[src/logic/dcachePkg.sv]
`default_nettype none

package dcachePkg;

  // request and data widths
  localparam int ADDR_W = 32;
  localparam int XLEN = 64;
  localparam int MASK_W = 8;

  // cache geometry
  localparam int LINE_W = 256;
  localparam int BEATS = 4;
  localparam int SETS = 64;
  localparam int INDEX_W = 6;
  localparam int OFFSET_W = 5;
  localparam int TAG_W = 21;
  localparam int WAYS = 2;

  typedef logic [XLEN-1:0] word_t;
  typedef logic [LINE_W-1:0] line_t;
  typedef logic [TAG_W-1:0] tag_t;
  typedef logic [INDEX_W-1:0] index_t;

  typedef enum logic {
    OP_LOAD,
    OP_STORE
  } memOp_e;

  typedef enum logic [2:0] {
    IDLE,
    LOOKUP,
    WRITEBACK,
    REFILLREQ,
    REFILL,
    INSTALL
  } cacheState_e;

endpackage

`default_nettype wire
[src/logic/refillIf.sv]
`timescale 1ns/1ps
`default_nettype none

interface refillIf
  import dcachePkg::*;
();

  logic wbStart;
  logic fillStart;
  index_t lineIndex;
  tag_t fillTag;
  tag_t victimTag;
  line_t victimLine;
  logic wbDone;
  logic fillDone;
  line_t fillLine;

  modport ctrl (
    output wbStart, fillStart, lineIndex, fillTag,
    input wbDone, fillDone
  );

  modport arrays (
    input fillLine,
    output victimTag, victimLine
  );

  modport bus (
    input wbStart, fillStart, lineIndex, fillTag, victimTag, victimLine,
    output wbDone, fillDone, fillLine
  );

endinterface

`default_nettype wire

[src/logic/arrayIf.sv]
`timescale 1ns/1ps
`default_nettype none

interface arrayIf
  import dcachePkg::*;
();

  // lookup and store commands from the controller
  logic lookupEn;
  index_t index;
  tag_t tag;
  logic [$clog2(BEATS)-1:0] wordSel;
  logic storeEn;
  word_t storeData;
  logic [MASK_W-1:0] storeMask;
  logic installEn;

  // results, one cycle after lookupEn
  logic hit;
  word_t readWord;
  logic victimDirty;

  modport ctrl (
    output lookupEn, index, tag, wordSel, storeEn, storeData, storeMask, installEn,
    input hit, victimDirty
  );

  modport arrays (
    input lookupEn, index, tag, wordSel, storeEn, storeData, storeMask, installEn,
    output hit, readWord, victimDirty
  );

endinterface

`default_nettype wire

[src/logic/dcacheCtrl.sv]
`timescale 1ns/1ps
`default_nettype none

module dcacheCtrl
  import dcachePkg::*;
(
  input  logic              clk,
  input  logic              rst_n,
  input  logic              reqValid_i,
  input  logic              reqWrite_i,
  input  logic [ADDR_W-1:0] reqAddr_i,
  input  word_t             reqData_i,
  input  logic [MASK_W-1:0] reqMask_i,
  output logic              reqReady_o,
  output logic              respValid_o,
  arrayIf.ctrl              arr,
  refillIf.ctrl             fill
);

  cacheState_e state;
  cacheState_e stateNext;

  memOp_e opQ;
  logic [ADDR_W-1:0] addrQ;
  word_t dataQ;
  logic [MASK_W-1:0] maskQ;

  logic accept;
  logic [ADDR_W-1:0] lookAddr;

  assign reqReady_o = (state == IDLE);
  assign accept = reqReady_o && reqValid_i;

  // request latch, held for the whole miss sequence
  always_ff @(posedge clk) begin
    if (accept) begin
      opQ <= reqWrite_i ? OP_STORE : OP_LOAD;
      addrQ <= reqAddr_i;
      dataQ <= reqData_i;
      maskQ <= reqMask_i;
    end
  end

  // the first lookup starts from the incoming address
  assign lookAddr = (state == IDLE) ? reqAddr_i : addrQ;

  assign arr.lookupEn = accept || (state == INSTALL);
  assign arr.index = lookAddr[OFFSET_W +: INDEX_W];
  assign arr.tag = lookAddr[ADDR_W-1 -: TAG_W];
  assign arr.wordSel = lookAddr[$clog2(MASK_W) +: $clog2(BEATS)];
  assign arr.storeData = dataQ;
  assign arr.storeMask = maskQ;
  assign arr.storeEn = (state == LOOKUP) && arr.hit && (opQ == OP_STORE);
  assign arr.installEn = (state == INSTALL);

  assign respValid_o = (state == LOOKUP) && arr.hit;

  assign fill.lineIndex = addrQ[OFFSET_W +: INDEX_W];
  assign fill.fillTag = addrQ[ADDR_W-1 -: TAG_W];
  // victim must leave before the refill overwrites its way
  assign fill.wbStart = (state == LOOKUP) && !arr.hit && arr.victimDirty;
  assign fill.fillStart = (state == REFILLREQ);

  always_comb begin
    stateNext = state;
    case (state)
      IDLE: begin
        if (accept) begin
          stateNext = LOOKUP;
        end
      end
      LOOKUP: begin
        if (arr.hit) begin
          stateNext = IDLE;
        end else if (arr.victimDirty) begin
          stateNext = WRITEBACK;
        end else begin
          stateNext = REFILLREQ;
        end
      end
      WRITEBACK: begin
        if (fill.wbDone) begin
          stateNext = REFILLREQ;
        end
      end
      REFILLREQ: begin
        stateNext = REFILL;
      end
      REFILL: begin
        if (fill.fillDone) begin
          stateNext = INSTALL;
        end
      end
      INSTALL: begin
        // relookup, which now hits
        stateNext = LOOKUP;
      end
      default: begin
        stateNext = IDLE;
      end
    endcase
  end

  always_ff @(posedge clk or negedge rst_n) begin
    if (!rst_n) begin
      state <= IDLE;
    end else begin
      state <= stateNext;
    end
  end

endmodule

`default_nettype wire

[src/flat_wrapper.sv]
// flat-port wrapper written by rule: the top's interface ports become plain ports
module dcacheCtrl_flat import dcachePkg::*;
  (clk, rst_n, reqValid_i, reqWrite_i, reqAddr_i, reqData_i, reqMask_i, reqReady_o, respValid_o, arr_lookupEn, arr_index, arr_tag, arr_wordSel, arr_storeEn, arr_storeData, arr_storeMask, arr_installEn, arr_hit, arr_victimDirty, fill_wbStart, fill_fillStart, fill_lineIndex, fill_fillTag, fill_wbDone, fill_fillDone);
  arrayIf arr_i ();
  refillIf fill_i ();
  input  logic clk;
  input  logic rst_n;
  input  logic reqValid_i;
  input  logic reqWrite_i;
  input  logic [ADDR_W-1:0] reqAddr_i;
  input  word_t reqData_i;
  input  logic [MASK_W-1:0] reqMask_i;
  output logic reqReady_o;
  output logic respValid_o;
  output wire logic [$bits(arr_i.lookupEn)-1:0] arr_lookupEn;
  output wire logic [$bits(arr_i.index)-1:0] arr_index;
  output wire logic [$bits(arr_i.tag)-1:0] arr_tag;
  output wire logic [$bits(arr_i.wordSel)-1:0] arr_wordSel;
  output wire logic [$bits(arr_i.storeEn)-1:0] arr_storeEn;
  output wire logic [$bits(arr_i.storeData)-1:0] arr_storeData;
  output wire logic [$bits(arr_i.storeMask)-1:0] arr_storeMask;
  output wire logic [$bits(arr_i.installEn)-1:0] arr_installEn;
  input wire logic [$bits(arr_i.hit)-1:0] arr_hit;
  input wire logic [$bits(arr_i.victimDirty)-1:0] arr_victimDirty;
  output wire logic [$bits(fill_i.wbStart)-1:0] fill_wbStart;
  output wire logic [$bits(fill_i.fillStart)-1:0] fill_fillStart;
  output wire logic [$bits(fill_i.lineIndex)-1:0] fill_lineIndex;
  output wire logic [$bits(fill_i.fillTag)-1:0] fill_fillTag;
  input wire logic [$bits(fill_i.wbDone)-1:0] fill_wbDone;
  input wire logic [$bits(fill_i.fillDone)-1:0] fill_fillDone;
  assign arr_lookupEn = arr_i.lookupEn;
  assign arr_index = arr_i.index;
  assign arr_tag = arr_i.tag;
  assign arr_wordSel = arr_i.wordSel;
  assign arr_storeEn = arr_i.storeEn;
  assign arr_storeData = arr_i.storeData;
  assign arr_storeMask = arr_i.storeMask;
  assign arr_installEn = arr_i.installEn;
  assign arr_i.hit = arr_hit;
  assign arr_i.victimDirty = arr_victimDirty;
  assign fill_wbStart = fill_i.wbStart;
  assign fill_fillStart = fill_i.fillStart;
  assign fill_lineIndex = fill_i.lineIndex;
  assign fill_fillTag = fill_i.fillTag;
  assign fill_i.wbDone = fill_wbDone;
  assign fill_i.fillDone = fill_fillDone;
  dcacheCtrl u_core (.clk(clk), .rst_n(rst_n), .reqValid_i(reqValid_i), .reqWrite_i(reqWrite_i), .reqAddr_i(reqAddr_i), .reqData_i(reqData_i), .reqMask_i(reqMask_i), .reqReady_o(reqReady_o), .respValid_o(respValid_o), .arr(arr_i), .fill(fill_i));
endmodule
[config.mk]
export PLATFORM = sky130hd
export DESIGN_NAME = dcacheCtrl_flat
export DESIGN_NICKNAME = d
export VERILOG_FILES = /design/src/logic/dcachePkg.sv /design/src/logic/refillIf.sv /design/src/logic/arrayIf.sv /design/src/logic/dcacheCtrl.sv /design/src/flat_wrapper.sv
export SDC_FILE = /design/constraint.sdc
export NUM_CORES = 1
export LEC_CHECK = 0
export BUFFER_PORTS_ARGS = -buffer_cell sky130_fd_sc_hd__buf_2
export CAP_MARGIN = 0
export CELL_PAD_IN_SITES_DETAIL_PLACEMENT = 1
export CELL_PAD_IN_SITES_GLOBAL_PLACEMENT = 1
export CORE_MARGIN = 2
export CORE_UTILIZATION = 33
export DETAILED_ROUTE_END_ITERATION = 8
export PLACE_DENSITY_LB_ADDON = 0.1
export SLEW_MARGIN = 20
export SYNTH_ARGS = -nofsm -noshare
export SYNTH_HDL_FRONTEND = slang
export SYNTH_SLANG_ARGS = --single-unit
[constraint.sdc]
create_clock -name clk -period 5.3 [get_ports clk]
set_input_delay 1.06 -clock clk [delete_from_list [all_inputs] [get_ports clk]]
set_output_delay 1.06 -clock clk [all_outputs]
set_load 0.01 [all_outputs]
# Yosys cells after proc, flatten, opt, wreduce, memory -nomap -nowiden
# Index checks and enable logic that the tools add are counted.
[word_totals]
input_bits = 112
wordCells = 30
output_inout_bits = 135
regBits = 108
[classes]
eq_ne = 8
reduce_logical = 9
n_mux = 8
[op_table]
columns = ["operator", "count"]
rows = [
  ["$mux 32", 1],
  ["$pmux 3 s6", 1],
  ["$mux 3", 4],
  ["$eq 3x2->1 const B", 2],
  ["$eq 3x3->1 const B", 2],
  ["$ne 2x2->1 const B", 3],
  ["$logic_and 1x1->1", 5],
  ["$eq 3x1->1 const B", 1],
  ["$logic_not 3->1", 1],
  ["$reduce_and 3->1", 1],
  ["$mux 1", 2],
  ["$logic_not 1->1", 1],
  ["$logic_or 1x1->1", 1],
]

# Logic depth before layout (Yosys ltp)
[depth]
word_depth = 4
mapped_depth = 4
depth_no_buf = 3

# Worst setup path before layout
# Ideal clock, no wire load.
[synth_path]
path_type = "input port to output port"
start = "in reqValid_i"
end = "out arr_lookupEn"
required_time_ps = 4240
arrival_ps = 3853
stages = 2
path_slack_ps = 387
cell_sequence = "and2_1 > or2_2"
[synth_between]
elab_chain_cells = 2
[synth_lines]
columns = ["element", "line_no", "text"]
rows = [
  ["start: declaration", "flat_wrapper.sv:8", "input logic reqValid_i;"],
  ["$logic_and 1x1->1", "dcacheCtrl.sv:32", "assign accept = reqReady_o && reqValid_i;"],
  ["$logic_or 1x1->1", "dcacheCtrl.sv:47", "assign arr.lookupEn = accept || (state == INSTALL);"],
  ["end: declaration", "flat_wrapper.sv:15", "output wire logic [$bits(arr_i.lookupEn)-1:0] arr_lookupEn;"],
]
# Every way passes these cells.

# Worst setup path after layout
[layout_path]
start = "reg u_core.state[0]"
end = "out arr_lookupEn"
[layout_between]
elab_chain_cells = 3
elab_cells_between_ends = 4
classes_between = "eq/ne: 1; reduce/logical: 3"
[layout_lines]
columns = ["element", "line_no", "text"]
rows = [
  ["start: declaration", "dcacheCtrl.sv:20", "cacheState_e state;"],
  ["start signal: assignment", "dcacheCtrl.sv:108", "state <= stateNext;"],
  ["$logic_not 3->1", "dcacheCtrl.sv:31", "assign reqReady_o = (state == IDLE);"],
  ["$logic_and 1x1->1", "dcacheCtrl.sv:32", ""],
  ["via u_core.accept", "dcacheCtrl.sv:28", "logic accept;"],
  ["$logic_or 1x1->1", "dcacheCtrl.sv:47", ""],
]
# The timed path passes the listed nets, and every way through them passes these cells.

==> impl_metrics.ini <==
[timing]
worstMarginPinSlew_ns = 0.836
skew_ns = 0.00991
hold_viol = 0
tns_ns = 0
timing.fmax_ghz = 0.273
period_share_pct = 69.2
slew_headroom_pct = 44.1
final.min_clock_period_ns = 3.67
rsz0062_at_grt = no
maxSlewViolCount = 0
setup_viol = 0

[synthesis]
yosys.area.top_type = edfxtp_1
synth_nets = 300
synth_top_area_share_pct = 79.4
synthesis.area_mm2 = 0.00386
synth_seq_cells = 105
synthCells = 188
synth_cell_type_count = 23
ys_top_cells_by_area = edfxtp_1 (79%), mux2_2 (7.0%), buf_4 (5.3%), dfrtp_1 (1.9%), mux2_1 (1.5%)
synth_seq_area_share_pct = 81.3
yosysWarnings = 0
syn_area_per_cell_um2 = 20.5

[placed_design]
place_congestion = 0.705
placement.io_buffers = 243
post_dp_cell_area_mm2 = 0.00502
dpl.hpwl_mm = 7.11

[cells_and_area]
utilization_pct = 46.8
design_area_mm2 = 0.00534
layout.nets = 523
seq_area_mm2 = 0.00314
multiInputGateArea_um2 = 468
layout-drive-gt1-share_pct = 69.0
fillers = 1197
syn_to_final_growth_pct = 38.4
antennaDiodeCount = 0

[power_and_ir_drop]
pwr-share-clk_pct = 26.1
pwr-share-seq_pct = 44.4
p_int_w = 0.00190
combPwrFrac_pct = 29.5
vdd_ir_drop_max_mv = 0.175
power_density_mw_per_mm2 = 509
switching_share_pct = 30.1
total_power_w = 0.00272
leakage_nw = 2.28
power_switching_w = 0.000817

[clock_network]
cts_hold_buf = 0
root_buffer = clkbuf_16
h-tree-depth = 3
cts_sinks = 105
cts_setup_buffers = 0
clk_pin_slew_worst_paths_ns = 0.07
insertion_delay_ns = 0.35
cts_tree = yes
numCtsBuffers = 9
cts_resized = 0
cts_buffer_depth = 2

[critical_path]
crit_type = reg -> out
slowest_delay_ns = 0.75
required_ns = 4.24
critPathLaunchType = register
crit_buf_inv = 1
worstSetupEndpointType = primary output
path_cells = nor3_4 -> and2_4 -> or2_2 -> buf_2
critPathTopFamily = simple AND/OR/NAND/NOR gates
ff2ff_path_depth = 3
critPathSlowestCell = nor3_4
cp.arrival_ns = 2.61
crit_fanout = 50
crit_cells = 4

[global_routing]
grt_max_degree = 55
track_usage_pct = 14.8
grt.overflow.total = 0
grt_pass1_wl_mm = 14.1
antenna_found_initial = 0
grt_pass1_vias = 2603

[detailed_routing]
wl_mm = 9.22
met2_length_mm = 4.76
route.met3.wl_um = 851
top_layer_used = met4
firstDrtPassIters = 4
vias = 2438
drc_errors = 0
wl_met1_mm = 3.38
postRouteAntennaNets = 0
routed_via_density = 4.36
wl_per_cell_um = 16.5
drt_iter0_markers = 74

[floorplanning]
coreArea_mm2 = 0.0114
io_pins = 247
start_util_pct = 33.8
die_w_um = 112
core.rowCount = 39
die_h_um = 112
dieArea_mm2 = 0.0126

[hold_path]
hold_path.class = in -> async

[flow_run]
maxCapViolations = 0

[outcome]
status = completed
-- synthesized netlist by cell type --
cell,n
and3_1,1
nand2b_1,2
inv_1,1
a21oi_1,1
o21ba_2,1
nor4_1,1
a21o_1,1
mux2_2,24
mux2i_1,1
o21ai_0,1
edfxtp_1,102
buf_2,3
buf_6,3
nor2_1,4
and2_1,2
o311a_1,1
or2_2,1
buf_4,27
dfrtp_1,3
mux2_1,5
nor3b_1,1
nor3_4,1
nor4b_1,1
-- flip-flops by register name (all words and copies together), names as in the netlist --
signal                cells
u_core.arr.storeMask      8
u_core.state              3
u_core.opQ                1
u_core.addrQ             29
u_core.arr.storeData     64
-- final timing paths --
check,startpoint,end,slack [ns]
min in group clk,u_core.state[2]$_DFFE_PN0P_,u_core.state[1]$_DFFE_PN0P_,0.65
worst min register to register,u_core.state[2]$_DFFE_PN0P_,u_core.state[1]$_DFFE_PN0P_,0.65
worst min-delay path,rst_n,u_core.state[1]$_DFFE_PN0P_,0.50
worst max register to register,u_core.state[0]$_DFFE_PN0P_,u_core.addrQ[4]$_DFFE_PP_,2.26
max in group asynchronous,rst_n,u_core.state[2]$_DFFE_PN0P_,4.69
worst max-delay path,u_core.state[0]$_DFFE_PN0P_,arr_lookupEn,1.63
-- cell usage in the layout (no fill, tap or decap), types with 2 or more instances in the layout --
| master | count |
|---|---|
| buf_2 | 243 |
| edfxtp_1 | 102 |
| buf_4 | 2 |
| mux2_1 | 5 |
| clkbuf_16 | 9 |
| nand2b_1 | 2 |
| dfrtp_1 | 3 |
| nor2_1 | 4 |
| bufinv_16 | 2 |
| mux2_2 | 24 |
-- stage by stage --
step           hold slack [ns]  worst slack [ns]  cells
3_3_place_gp             0.617              1.95    543
5_1_grt                  0.482              1.37    559
4_1_cts                  0.479              1.51    559
2_1_floorplan            0.570             0.387    188
6_report                 0.497              1.63    559
3_5_place_dp             0.638              1.90    543
-- layout make-up --
class	count	share of cell area (%)
tap	143	3.35
timing repair buffer	245	23.1
clock buffer	10	4.29
inverter	1	0.0703
multi-input combinational	49	8.76
sequential	105	58.8
clock inverter	6	1.71
-- routing by layer --
layer  vias up  global-route usage, %
met1      1152                   16.6
li1       1133                      -
met5         -                      0
met2       137                   25.0
met3        16                   4.81
met4         0                   7.80
-- cells by family after synthesis --
group	share of synthesized area [%]
DFF	81.3
buffers and inverters	6.61
muxes	8.72
and+or+nand+nor	2.37
AOI/OAI and AO/OA	0.973
-- worst register-to-register path, delay by kind of cell, from the launching register on --
family,cells,cell delay (ns)
and+or+nand+nor,2,1.44
buffers and inverters,1,0.71
DFF,1,0.49
-- power groups by stage --
stage / Clock (W) / Combinational [W] / Sequential, W
6_report: 0.000710 / 0.000800 / 0.00121
2_1_floorplan: 0 / 0.000477 / 0.00128
4_1_cts: 0.000734 / 0.000822 / 0.00121
3_5_place_dp: 0 / 0.000820 / 0.00122
3_3_place_gp: 0 / 0.000815 / 0.00122
5_1_grt: 0.000756 / 0.000870 / 0.00123
Power figures use the tool's default switching activity.
