## config.mk

```make
export PLATFORM = sky130hd
export DESIGN_NAME = busPort_flat
export DESIGN_NICKNAME = d
export VERILOG_FILES = /design/src/logic/dcachePkg.sv /design/src/logic/refillIf.sv /design/src/logic/busPort.sv /design/src/flat_wrapper.sv
export SDC_FILE = /design/constraint.sdc
export NUM_CORES = 1
export LEC_CHECK = 0
export BUFFER_PORTS_ARGS = -buffer_cell sky130_fd_sc_hd__buf_4
export CORE_AREA = 4 4 368 370
export DETAILED_ROUTE_END_ITERATION = 16
export DIE_AREA = 0 0 372 374
export PLACE_DENSITY = 0.38
export SYNTH_ARGS = -nofsm -noshare
export SYNTH_HDL_FRONTEND = slang
export SYNTH_SLANG_ARGS = --single-unit
```

## constraint.sdc

```tcl
create_clock -name clk -period 6.15 [get_ports clk]
set_input_delay 0.615 -clock clk [delete_from_list [all_inputs] [get_ports clk]]
set_output_delay 0.615 -clock clk [all_outputs]
set_load 0.02 [all_outputs]
```

## src/logic/dcachePkg.sv

```systemverilog
`default_nettype none

package dcachePkg;

  // request and data widths
  localparam int ADDR_W = 32;
  localparam int XLEN = 64;
  localparam int MASK_W = 8;

  // cache geometry
  localparam int LINE_W = 256;
  localparam int BEATS = 4;
  localparam int SETS = 64;
  localparam int INDEX_W = 6;
  localparam int OFFSET_W = 5;
  localparam int TAG_W = 21;
  localparam int WAYS = 2;

  typedef logic [XLEN-1:0] word_t;
  typedef logic [LINE_W-1:0] line_t;
  typedef logic [TAG_W-1:0] tag_t;
  typedef logic [INDEX_W-1:0] index_t;

  typedef enum logic {
    OP_LOAD,
    OP_STORE
  } memOp_e;

  typedef enum logic [2:0] {
    IDLE,
    LOOKUP,
    WRITEBACK,
    REFILLREQ,
    REFILL,
    INSTALL
  } cacheState_e;

endpackage

`default_nettype wire
```

## src/logic/refillIf.sv

```systemverilog
`timescale 1ns/1ps
`default_nettype none

interface refillIf
  import dcachePkg::*;
();

  logic wbStart;
  logic fillStart;
  index_t lineIndex;
  tag_t fillTag;
  tag_t victimTag;
  line_t victimLine;
  logic wbDone;
  logic fillDone;
  line_t fillLine;

  modport ctrl (
    output wbStart, fillStart, lineIndex, fillTag,
    input wbDone, fillDone
  );

  modport arrays (
    input fillLine,
    output victimTag, victimLine
  );

  modport bus (
    input wbStart, fillStart, lineIndex, fillTag, victimTag, victimLine,
    output wbDone, fillDone, fillLine
  );

endinterface

`default_nettype wire

```

## src/logic/busPort.sv

```systemverilog
`timescale 1ns/1ps
`default_nettype none

module busPort
  import dcachePkg::*;
(
  input  logic              clk,
  input  logic              rst_n,
  refillIf.bus              fill,
  output logic              rdReqValid_o,
  input  logic              rdReqReady_i,
  output logic [ADDR_W-1:0] rdReqAddr_o,
  input  logic              rdBeatValid_i,
  input  word_t             rdBeatData_i,
  input  logic              rdBeatLast_i,
  output logic              wrReqValid_o,
  input  logic              wrReqReady_i,
  output logic [ADDR_W-1:0] wrReqAddr_o,
  output line_t             wrLineData_o
);

  logic [$clog2(BEATS)-1:0] beatCnt;
  logic rdBusy;
  logic fillDoneQ;

  index_t idxQ;
  tag_t fillTagQ;
  tag_t wbTagQ;
  line_t wbLineQ;
  line_t fillBuf;

  // victim snapshot and refill buffer
  always_ff @(posedge clk) begin
    if (fill.wbStart || fill.fillStart) begin
      idxQ <= fill.lineIndex;
    end
    if (fill.wbStart) begin
      wbTagQ <= fill.victimTag;
      wbLineQ <= fill.victimLine;
    end
    if (fill.fillStart) begin
      fillTagQ <= fill.fillTag;
    end
    if (rdBusy && rdBeatValid_i) begin
      fillBuf[beatCnt*XLEN +: XLEN] <= rdBeatData_i;
    end
  end

  always_ff @(posedge clk or negedge rst_n) begin
    if (!rst_n) begin
      wrReqValid_o <= 1'b0;
      rdReqValid_o <= 1'b0;
      rdBusy <= 1'b0;
      beatCnt <= '0;
      fillDoneQ <= 1'b0;
    end else begin
      if (fill.wbStart) begin
        wrReqValid_o <= 1'b1;
      end else if (wrReqReady_i) begin
        wrReqValid_o <= 1'b0;
      end
      if (fill.fillStart) begin
        rdReqValid_o <= 1'b1;
      end else if (rdReqReady_i) begin
        rdReqValid_o <= 1'b0;
      end
      // beats are only taken after the read request is accepted
      if (rdReqValid_o && rdReqReady_i) begin
        rdBusy <= 1'b1;
        beatCnt <= '0;
      end else if (rdBusy && rdBeatValid_i) begin
        beatCnt <= beatCnt + 1'b1;
        if (rdBeatLast_i) begin
          rdBusy <= 1'b0;
        end
      end
      fillDoneQ <= rdBusy && rdBeatValid_i && rdBeatLast_i;
    end
  end

  // write-back completes on the accepting edge
  assign fill.wbDone = wrReqValid_o && wrReqReady_i;
  assign fill.fillDone = fillDoneQ;
  assign fill.fillLine = fillBuf;

  assign rdReqAddr_o = {fillTagQ, idxQ, {OFFSET_W{1'b0}}};
  assign wrReqAddr_o = {wbTagQ, idxQ, {OFFSET_W{1'b0}}};
  assign wrLineData_o = wbLineQ;

endmodule

`default_nettype wire

```

## src/flat_wrapper.sv

```systemverilog
// flat-port wrapper written by rule: the top's interface ports become plain ports
module busPort_flat import dcachePkg::*;
  (clk, rst_n, rdReqValid_o, rdReqReady_i, rdReqAddr_o, rdBeatValid_i, rdBeatData_i, rdBeatLast_i, wrReqValid_o, wrReqReady_i, wrReqAddr_o, wrLineData_o, fill_wbStart, fill_fillStart, fill_lineIndex, fill_fillTag, fill_victimTag, fill_victimLine, fill_wbDone, fill_fillDone, fill_fillLine);
  refillIf fill_i ();
  input  logic clk;
  input  logic rst_n;
  output logic rdReqValid_o;
  input  logic rdReqReady_i;
  output logic [ADDR_W-1:0] rdReqAddr_o;
  input  logic rdBeatValid_i;
  input  word_t rdBeatData_i;
  input  logic rdBeatLast_i;
  output logic wrReqValid_o;
  input  logic wrReqReady_i;
  output logic [ADDR_W-1:0] wrReqAddr_o;
  output line_t wrLineData_o;
  input wire logic [$bits(fill_i.wbStart)-1:0] fill_wbStart;
  input wire logic [$bits(fill_i.fillStart)-1:0] fill_fillStart;
  input wire logic [$bits(fill_i.lineIndex)-1:0] fill_lineIndex;
  input wire logic [$bits(fill_i.fillTag)-1:0] fill_fillTag;
  input wire logic [$bits(fill_i.victimTag)-1:0] fill_victimTag;
  input wire logic [$bits(fill_i.victimLine)-1:0] fill_victimLine;
  output wire logic [$bits(fill_i.wbDone)-1:0] fill_wbDone;
  output wire logic [$bits(fill_i.fillDone)-1:0] fill_fillDone;
  output wire logic [$bits(fill_i.fillLine)-1:0] fill_fillLine;
  assign fill_i.wbStart = fill_wbStart;
  assign fill_i.fillStart = fill_fillStart;
  assign fill_i.lineIndex = fill_lineIndex;
  assign fill_i.fillTag = fill_fillTag;
  assign fill_i.victimTag = fill_victimTag;
  assign fill_i.victimLine = fill_victimLine;
  assign fill_wbDone = fill_i.wbDone;
  assign fill_fillDone = fill_i.fillDone;
  assign fill_fillLine = fill_i.fillLine;
  busPort u_core (.clk(clk), .rst_n(rst_n), .fill(fill_i), .rdReqValid_o(rdReqValid_o), .rdReqReady_i(rdReqReady_i), .rdReqAddr_o(rdReqAddr_o), .rdBeatValid_i(rdBeatValid_i), .rdBeatData_i(rdBeatData_i), .rdBeatLast_i(rdBeatLast_i), .wrReqValid_o(wrReqValid_o), .wrReqReady_i(wrReqReady_i), .wrReqAddr_o(wrReqAddr_o), .wrLineData_o(wrLineData_o));
endmodule
```

### Word-level counts from Yosys, hierarchy flattened

Cells that the tools add are included.
Widths: inputs -> output; s select.

* word-level logic and storage cells: 34
* RAM bits: 0
* register bits after elaboration: 566
* input port bits: 376
* output and inout port bits: 580
* bits in latches: 0
* bits in read-only memories: 0
* memories: 0

* bitwise gates (word level): 0
* equal/unequal tests: 0
* multipliers: 0
* shift-type cells: 2
* reduce and logical (&&, ||, !) cells: 10
* multiplexer cells: 10
* divide/modulo/power cells: 0
* order comparisons: 0
* add/sub/neg operators: 2

Operator list (number)
* $bwmux 256: 1
* $shift 64x34->256 const A: 1
* $shiftx 64x34->256: 1
* $neg 8->34: 1
* $reduce_bool 2->1: 4
* $mux 1: 7
* $logic_and 1x1->1: 4
* $mux 2: 2
* $add 2x1->2 const B: 1
* $reduce_and 2->1: 1
* $logic_or 1x1->1: 1

### Longest topological paths before layout

Gate-level depths: netlist of the first run.

* depth after elaboration: 3
* gate-level depth with buffers: 6
* depth with buffers taken out: 4

### Worst setup path after synthesis of the first run

OpenSTA, ideal clock, no wires.

* path kind: in2reg
* from: input rdBeatValid_i
* to: register u_core.fillBuf[100], in the netlist u_core.fill.fillLine[100] (enable)
* path slack: 3.277 ns
* cell stages on the path: 2
* library setup time: 0.429 ns
* data required time: 5.721 ns
* path buffers: 1
* arrival: 2.444 ns
* cells stage by stage: clkbuf_1 > and3_1

* word-level cells in the longest chain between the ends: 1

Ends and longest elaborated chain
* start: declaration: RTL line flat_wrapper.sv:10 `input logic rdBeatValid_i;`
* $logic_and 1x1->1: RTL line busPort.sv:44 `if (rdBusy && rdBeatValid_i) begin`
* end signal: indexed assignment: RTL line busPort.sv:45 `fillBuf[beatCnt*XLEN +: XLEN] <= rdBeatData_i;`
* end: declaration: RTL line busPort.sv:30 `line_t fillBuf;`

Every way passes these cells.
A chain may end at the register's enable or synchronous reset.

### Worst setup path in the final report of the first run

* from: register u_core.beatCnt[0]
* to: register u_core.fillBuf[184], in the netlist u_core.fill.fillLine[184], data pin

* word-level cells in the longest chain between the ends: 3
* elaborated cells between the ends (all ways): 4

Ends and longest elaborated chain
* start: declaration: RTL line busPort.sv:22 `logic [$clog2(BEATS)-1:0] beatCnt;`
* start signal: assignment: RTL line busPort.sv:72 `beatCnt <= beatCnt + 1'b1;`
* $neg 8->34 (*): RTL line busPort.sv:45
* $shiftx 64x34->256 / $shift 64x34->256 (equally long branches): RTL line busPort.sv:45
* $bwmux 256 (*): RTL line busPort.sv:45

Every way passes the cells marked *; elsewhere a longest branch is shown, timed or not.

==> key figures, run 1 <==
Critical path
  • Worst Setup Start Kind: flop
  • CP startpoint: u_core.beatCnt[0]
  • Worst reg2reg startpoint: u_core.beatCnt[0]
  • Ordered list of cells on the worst path: inv_1 > ha_1 > nor2b_4 > buf_4 > and3_1
  • CP max-delay cell: nor2b_4
  • Crit path DAT: 3290 ps
  • Highest fanout seen on the critical path: 46
  • Crit-path max cell delay: 720 ps
  • Critical Path Sink Type: flop
  • Req. time, crit path: 6660 ps
  • Class of the most critical setup path: flop to flop

Floorplan
  • Overall die height: 374 um
  • Die Outline Area: 0.139 mm^2
  • Starting utilization of the core area: 0.145
  • Top-level I/O count: 956
  • Row cnt: 134
  • Placeable core area: 0.133 mm^2
  • Die Span X: 372 um

STA
  • Final Slew Violations: 0
  • Setup skew after layout: 20.8 ps
  • Share of the cycle needed by the critical path after routing: 0.452
  • Relative slew slack: 0.304
  • Final number of hold-violating endpoints: 0
  • RSZ-0062 raised after global routing: no
  • Aggregate negative setup slack: 0 ps
  • Setup-failing EPs final: 0
  • Worst hold slack: 129 ps
  • Worst-Margin Slew: 1040 ps
  • Peak clock frequency supported by timing: 360 MHz
  • Post-layout min period: 2780 ps

Clocking
  • Maximum clock insertion buffer count: 3
  • Skew-Pair Late Insertion Delay: 660 ps
  • Clock tree from TritonCTS: yes
  • H-tree levels: 3
  • Clock transition at path regs: 60 ps
  • Number of clock buffers inserted by TritonCTS: 73
  • Gates resized, CTS repair: 0
  • # clock sinks: 566
  • Master cell of the clock root buffer: clkbuf_16

Detailed routing
  • Drt wl/cell: 26.3 um
  • Via count: 12700
  • Count of unresolved DRC violations after routing: 0
  • DRT Pass-1 Iters: 5
  • Iter 0 DRT Violations: 814
  • Average vias per placed instance: 3.39
  • Routed Wire Length: 98.3 mm
  • Antenna violation net count after detailed routing: 0

Power and ir drop
  • Tot Pwr: 10.3 mW
  • Leakage: 12.8 nW
  • Worst vdd rail ir drop: 0.000165 V
  • Pwr Density: 337 mW/mm^2

Yosys
  • Synth top area cells: edfxtp_1 (88%), and3_1 (5.6%), and2_1 (2.9%)
  • Number of cells produced by synthesis: 920
  • Cell type contributing the most total cell area after synthesis: edfxtp_1
  • Post-synthesis cell area: 0.0192 mm^2
  • Synthesized flop and latch total: 566
  • Number of warnings printed during yosys synthesis: 0
  • Synth top area share: 0.876
  • Count of cell types in the netlist: 26
  • Register area share after synthesis: 0.884
  • Average size of a mapped cell: 20.9 um^2

Global route
  • Initial antenna violation count: 16
  • Via count of the first global-routing pass: 13700
  • Maximum number of pins on one net before global-route repair: 127
  • Global router's overall resource usage: 0.135
  • Global-route wire length before repair: 126 mm
  • Top Usage Layer GRT: met2
  • Remaining Overflow, GRT: 0
  • Met1 usage in global routing: 0.136
  • Met2 Usage GRT: 0.239
  • Global-route track usage on met3: 0.0558

Finish
  • Fraction of layout cells with a size suffix above 1: 0.548
  • Layout Nets: 2281
  • Layout-stage area growth over the synthesis result: 59.6%

Flow run
  • # Max-Cap Violations: 0

Place
  • Weighted congestion reported at the end of routability-driven placement: 0.808
  • Port Buffers: 945
  • HPWL after DPL: 77.2 mm

Status
  • Status: finished, final reports clean

Min path
  • Worst Min Path Start: fill_victimLine[33]
  • Worst hold-check path type: primary input to flop
[worst paths after layout]
kind	end	slack, ps	cells after the start
worst min register to register	u_core.rdReqValid_o	500	1
worst min-delay path	u_core.wrLineData_o[33]	130	1
max in group asynchronous	u_core.beatCnt[1]	5690	2
worst max-delay path	u_core.fill.fillLine[184]	3370	5
min in group asynchronous	u_core.wrReqValid_o	340	2
worst max register to register	u_core.fill.fillLine[184]	3370	5
[cells in the final DEF (no fill, tap or decap), types with 2 or more instances in the layout]
cell	count
clkbuf_1	12
diode_2	11
and3_4	4
clkinv_1	19
and3_1	169
clkbuf_16	73
clkinv_2	11
a21o_1	3
inv_6	6
edfxtp_1	560
conb_1	10
a21oi_1	2
inv_16	2
ha_1	5
and2_1	90
dfrtp_1	6
inv_1	4
buf_4	956
a21bo_2	2
bufinv_16	6
[report_power, final]
part / switching, mW / total (mW) / internal (mW)
logic: 0.939 / 1.48 / 0.537
clock network: 1.76 / 4.20 / 2.44
registers: 0.109 / 4.67 / 4.56
total: 2.81 / 10.3 / 7.54
[per-stage QoR]
| stage | cells | cell area [um^2] | setup WS (ps) | utilization |
|---|---|---|---|---|
| after detailed placement | 3592 | 28300 | 3310 | 0.214 |
| after floorplan | 929 | 19200 | 3280 | - |
| after global placement | 3592 | 28300 | 3420 | 0.214 |
| after global routing | 3726 | 30600 | 3200 | 0.231 |
| after CTS | 3724 | 30600 | 3300 | 0.231 |
| final | 3735 | 30600 | 3370 | 0.231 |
[critical path: cells and delay by family, from the launching register on]
| family | cells | cell delay, ps |
|---|---|---|
| adder cells (fa/ha/maj) | 1 | 420 |
| flip-flops | 1 | 540 |
| AND/OR/NAND/NOR | 2 | 960 |
| buffers and inverters | 2 | 680 |
[cell type report]
| type | instances | area, um^2 |
|---|---|---|
| diodes | 11 | 27.5 |
| clock buffers | 85 | 1870 |
| clock inverters | 46 | 415 |
| fillers | 14000 | 102000 |
| inverters | 4 | 15.0 |
| multi-input cells | 296 | 1920 |
| flip-flops and latches | 566 | 17000 |
| well taps | 1768 | 2210 |
| repair buffers | 959 | 7220 |
[synthesized netlist by cell type]
cell      instances
and3b_1           1
clkbuf_2         13
and2b_2           1
or2_2             1
nor2b_1           1
and4bb_1          1
clkbuf_1         22
a21oi_1           2
buf_4            17
edfxtp_1        560
a21bo_2           2
a21o_1            3
conb_1            1
ha_1              5
and2_1           90
and3_1          173
dfrtp_1           6
nor3b_1           1
nand3b_1          1
nand3_1           1
and2_0            1
nor2_4            1
buf_6             7
nand2_1           1
inv_1             4
buf_2             4
[timing repair]
item	CTS	global route
setup endpoints to repair	0	0
hold buffers	1	0
hold endpoints to repair	6	0
setup buffers	0	0
[kinds of logic after synthesis]
logic type	Yosys count	share of synthesized area
flip-flops	566	0.884
AND/OR/NAND/NOR	274	0.0900
buffers and inverters	67	0.0203
AO/OA/AOI/OAI	7	0.00274
adder cells (fa/ha/maj)	5	0.00326
other	1	0.000195
[flip-flops by register name, indices dropped and copies added (netlist names)]
register	cells
u_core.fill.fillLine	256
u_core.wrLineData_o	256
u_core.fillTagQ	21
u_core.wbTagQ	21
u_core.idxQ	6
u_core.beatCnt	2
u_core.fill.fillDone	1
u_core.rdBusy	1
u_core.rdReqValid_o	1
u_core.wrReqValid_o	1
[per-layer routing]
layer / vias to the layer above / wire, um
li1: 5496 / -
met1: 6339 / 33800
met2: 680 / 50000
met3: 141 / 9560
met4: 12 / 4800
met5: - / 80
Note: power is estimated with default switching activity, not from simulation.
==> run 2, diff against run 1 <==
--- a/config.mk
+++ b/config.mk
@@ -6,10 +6,10 @@
 export NUM_CORES = 1
 export LEC_CHECK = 0
 export BUFFER_PORTS_ARGS = -buffer_cell sky130_fd_sc_hd__buf_4
-export CORE_AREA = 4 4 368 370
+export CORE_AREA = 4 4 374 376
 export DETAILED_ROUTE_END_ITERATION = 16
-export DIE_AREA = 0 0 372 374
-export PLACE_DENSITY = 0.38
+export DIE_AREA = 0 0 378 380
+export PLACE_DENSITY = 0.39
 export SYNTH_ARGS = -nofsm -noshare
 export SYNTH_HDL_FRONTEND = slang
 export SYNTH_SLANG_ARGS = --single-unit
==> constraint.sdc (replaced) <==
create_clock -name clk -period 2.3 [get_ports clk]
set_input_delay 0.23 -clock clk [delete_from_list [all_inputs] [get_ports clk]]
set_output_delay 0.23 -clock clk [all_outputs]
set_load 0.02 [all_outputs]
==> run 2 against run 1 <==
Effect of this change: global-route usage is 0.40 points higher; clock power grew to 2.7 times the previous value; sequential power rose to 2.7 times the previous value; via count up 12%; non-clock buffer count up 412; combinational power increased to 3.3 times the previous value; first-iteration DRC count fell by 6.8%; register-to-register slack got worse by 3100 ps; final cell count up 12%; critical path depth unchanged; sequential cell count unchanged; fmax rose by 36%; largest power group unchanged.
==> key figures, run 2 (synthesized netlist as in run 1, its figures left out) <==
Status
  • Status: finished, final reports clean

Min path
  • Worst hold-check path type: primary input to flop

STA
  • Aggregate negative setup slack: 0 ps (unchanged)
  • Final number of hold-violating endpoints: 0 (unchanged)
  • Setup-failing EPs final: 0 (unchanged)
  • Peak clock frequency supported by timing: 489 MHz (+36%)
  • Post-layout min period: 2040 ps (-735 ps)
  • Share of the cycle needed by the critical path after routing: 0.889 (+0.437)
  • RSZ-0062 raised after global routing: no
  • Worst-Margin Slew: 620 ps (-424 ps)
  • Final Slew Violations: 0 (unchanged)
  • Relative slew slack: 0.586 (+0.282)
  • Setup skew after layout: 19.4 ps (-1.41 ps)

Critical path
  • Class of the most critical setup path: flop to flop
  • Highest fanout seen on the critical path: 41 (-11%)
  • Crit-path max cell delay: 550 ps (-170 ps)
  • Ordered list of cells on the worst path: inv_1 > ha_1 > nor2b_4 > buf_12 > and3_1
  • Worst Setup Start Kind: flop
  • CP max-delay cell: nor2b_4
  • Critical Path Sink Type: flop
  • Crit path DAT: 2540 ps (-750 ps)
  • Req. time, crit path: 2800 ps (-3860 ps)

Finish
  • Layout Nets: 2692 (+18%)
  • Final-layout fill cell count: 14100 (+1.2%)
  • Commonest cells after routing, fill and taps aside: buf_4 (977), edfxtp_1 (560), dlygate4sd3_1 (378)
  • Most frequent standard cell in the layout excluding fill and tap cells: buf_4
  • Layout-stage area growth over the synthesis result: 82.4%
  • Fin util: 0.256 (+0.0249)
  • Fraction of layout cells with a size suffix above 1: 0.469 (-0.0784)

Floorplan
  • Row cnt: 136 (+1.5%)
  • Die Span X: 378 um (+1.6%)
  • Overall die height: 380 um (+1.6%)
  • Die Outline Area: 0.144 mm^2 (+3.2%)
  • Starting utilization of the core area: 0.140 (-0.00444)
  • Placeable core area: 0.137 mm^2 (+3.2%)
  • Top-level I/O count: 956 (unchanged)

Detailed routing
  • Antenna violation net count after detailed routing: 0 (unchanged)
  • Routed Wire Length: 104 mm (+5.8%)
  • Via count: 14200 (+12%)
  • Drt wl/cell: 24.8 um (-5.6%)
  • Count of unresolved DRC violations after routing: 0 (unchanged)
  • DRT Pass-1 Iters: 5 (unchanged)
  • Average vias per placed instance: 3.40 (+0.34%)
  • Iter 0 DRT Violations: 759 (-6.8%)

Clocking
  • Buffers inserted during post-CTS setup optimization: 0 (unchanged)
  • Clock tree from TritonCTS: yes
  • Skew-Pair Late Insertion Delay: 660 ps (about the same)
  • Gates resized, CTS repair: 0 (unchanged)
  • H-tree levels: 3 (unchanged)
  • Maximum clock insertion buffer count: 3 (unchanged)
  • Clock transition at path regs: 60 ps (about the same)
  • # clock sinks: 566 (unchanged)
  • Number of clock buffers inserted by TritonCTS: 72 (-1.4%)
  • Master cell of the clock root buffer: clkbuf_16
  • Count of hold buffers inserted by post-cts repair: 378 (+377)

Power and ir drop
  • Worst vdd rail ir drop: 0.000470 V (+180%)
  • Sequential Power Share: 0.432 (-0.019)
  • Tot Pwr: 28.8 mW (+180%)
  • Switching Fraction: 0.273 (+0.00158)
  • Leakage: 14.7 nW (+14%)
  • Share of power burned in the clock network: 0.401 (-0.005)
  • Int Pwr: 20.9 mW (+180%)
  • Comb pwr share: 0.168 (+0.025)
  • Pwr Density: 822 mW/mm^2 (+140%)
  • Switching power: 7.86 mW (+180%)

Place
  • Port Buffers: 945 (unchanged)
  • HPWL after DPL: 81.3 mm (+5.3%)
  • Weighted congestion reported at the end of routability-driven placement: 0.811 (+0.37%)

Global route
  • Maximum number of pins on one net before global-route repair: 122 (-3.9%)
  • Initial antenna violation count: 36 (+20)
  • Global router's overall resource usage: 0.139 (+0.00401)
  • Remaining Overflow, GRT: 0 (unchanged)
  • Global-route wire length before repair: 137 mm (+8.9%)
  • Via count of the first global-routing pass: 15500 (+14%)

Flow run
  • # Max-Cap Violations: 0 (unchanged)
run 2: metrics by stage:
stage	area [um^2]	hold WS (ps)	cells	worst slack, ps
floorplan	19200	-65.6	929	194
detailed placement	28800	58.2	3653	227
global route	35000	224	4177	112
global placement	28800	55.1	3653	227
CTS	35000	201	4160	194
finish	35000	300	4186	256
run 2: path summary, 6_finish.rpt:
| path | start | end | slack, ps | depth (start not counted) |
|---|---|---|---|---|
| setup / recovery | u_core.beatCnt[1] | u_core.fill.fillLine[168] | 260 | 5 |
| hold / removal | fill_victimLine[176] | u_core.wrLineData_o[176] | 300 | 2 |
| setup reg to reg | u_core.beatCnt[1] | u_core.fill.fillLine[168] | 260 | 5 |
| hold reg to reg | u_core.wrReqValid_o | u_core.wrReqValid_o | 510 | 1 |
| max in group asynchronous | rst_n | u_core.rdReqValid_o | 1450 | 3 |
| min in group asynchronous | rst_n | u_core.wrReqValid_o | 570 | 3 |
run 2: critical path, delay by kind of cell (launching register included):
kind	cells	cell delay (ps)
AND/OR/NAND/NOR	2	750
flip-flops	1	390
buffers and inverters	2	390
adder cells (fa/ha/maj)	1	310
run 2: area by class of cell:
cell class,count,area [um^2],area share
multi-input cells,296,1920,0.0548
inverters,4,15.0,0.000429
clock buffers,85,1850,0.0528
diodes,26,65.1,0.00186
flip-flops and latches,566,17000,0.484
well taps,1794,2240,0.0641
clock inverters,44,526,0.0150
repair buffers,1371,11400,0.326
run 2: layer usage:
metal	global-route usage	up-vias	wire length, um
met5	0	-	41
met4	0.0301	6	2130
met3	0.0500	107	8490
met2	0.252	644	53600
met1	0.154	7159	39700
li1	-	6330	-
run 2: power by group through the flow:
stage          sequential (mW)  clock [mW]  combinational (mW)
2_1_floorplan             13.5           0               0.769
3_3_place_gp              12.6           0                4.32
3_5_place_dp              12.6           0                4.36
4_1_cts                   12.4        12.0                4.98
5_1_grt                   12.5        12.4                5.11
6_report                  12.4        11.5                4.82
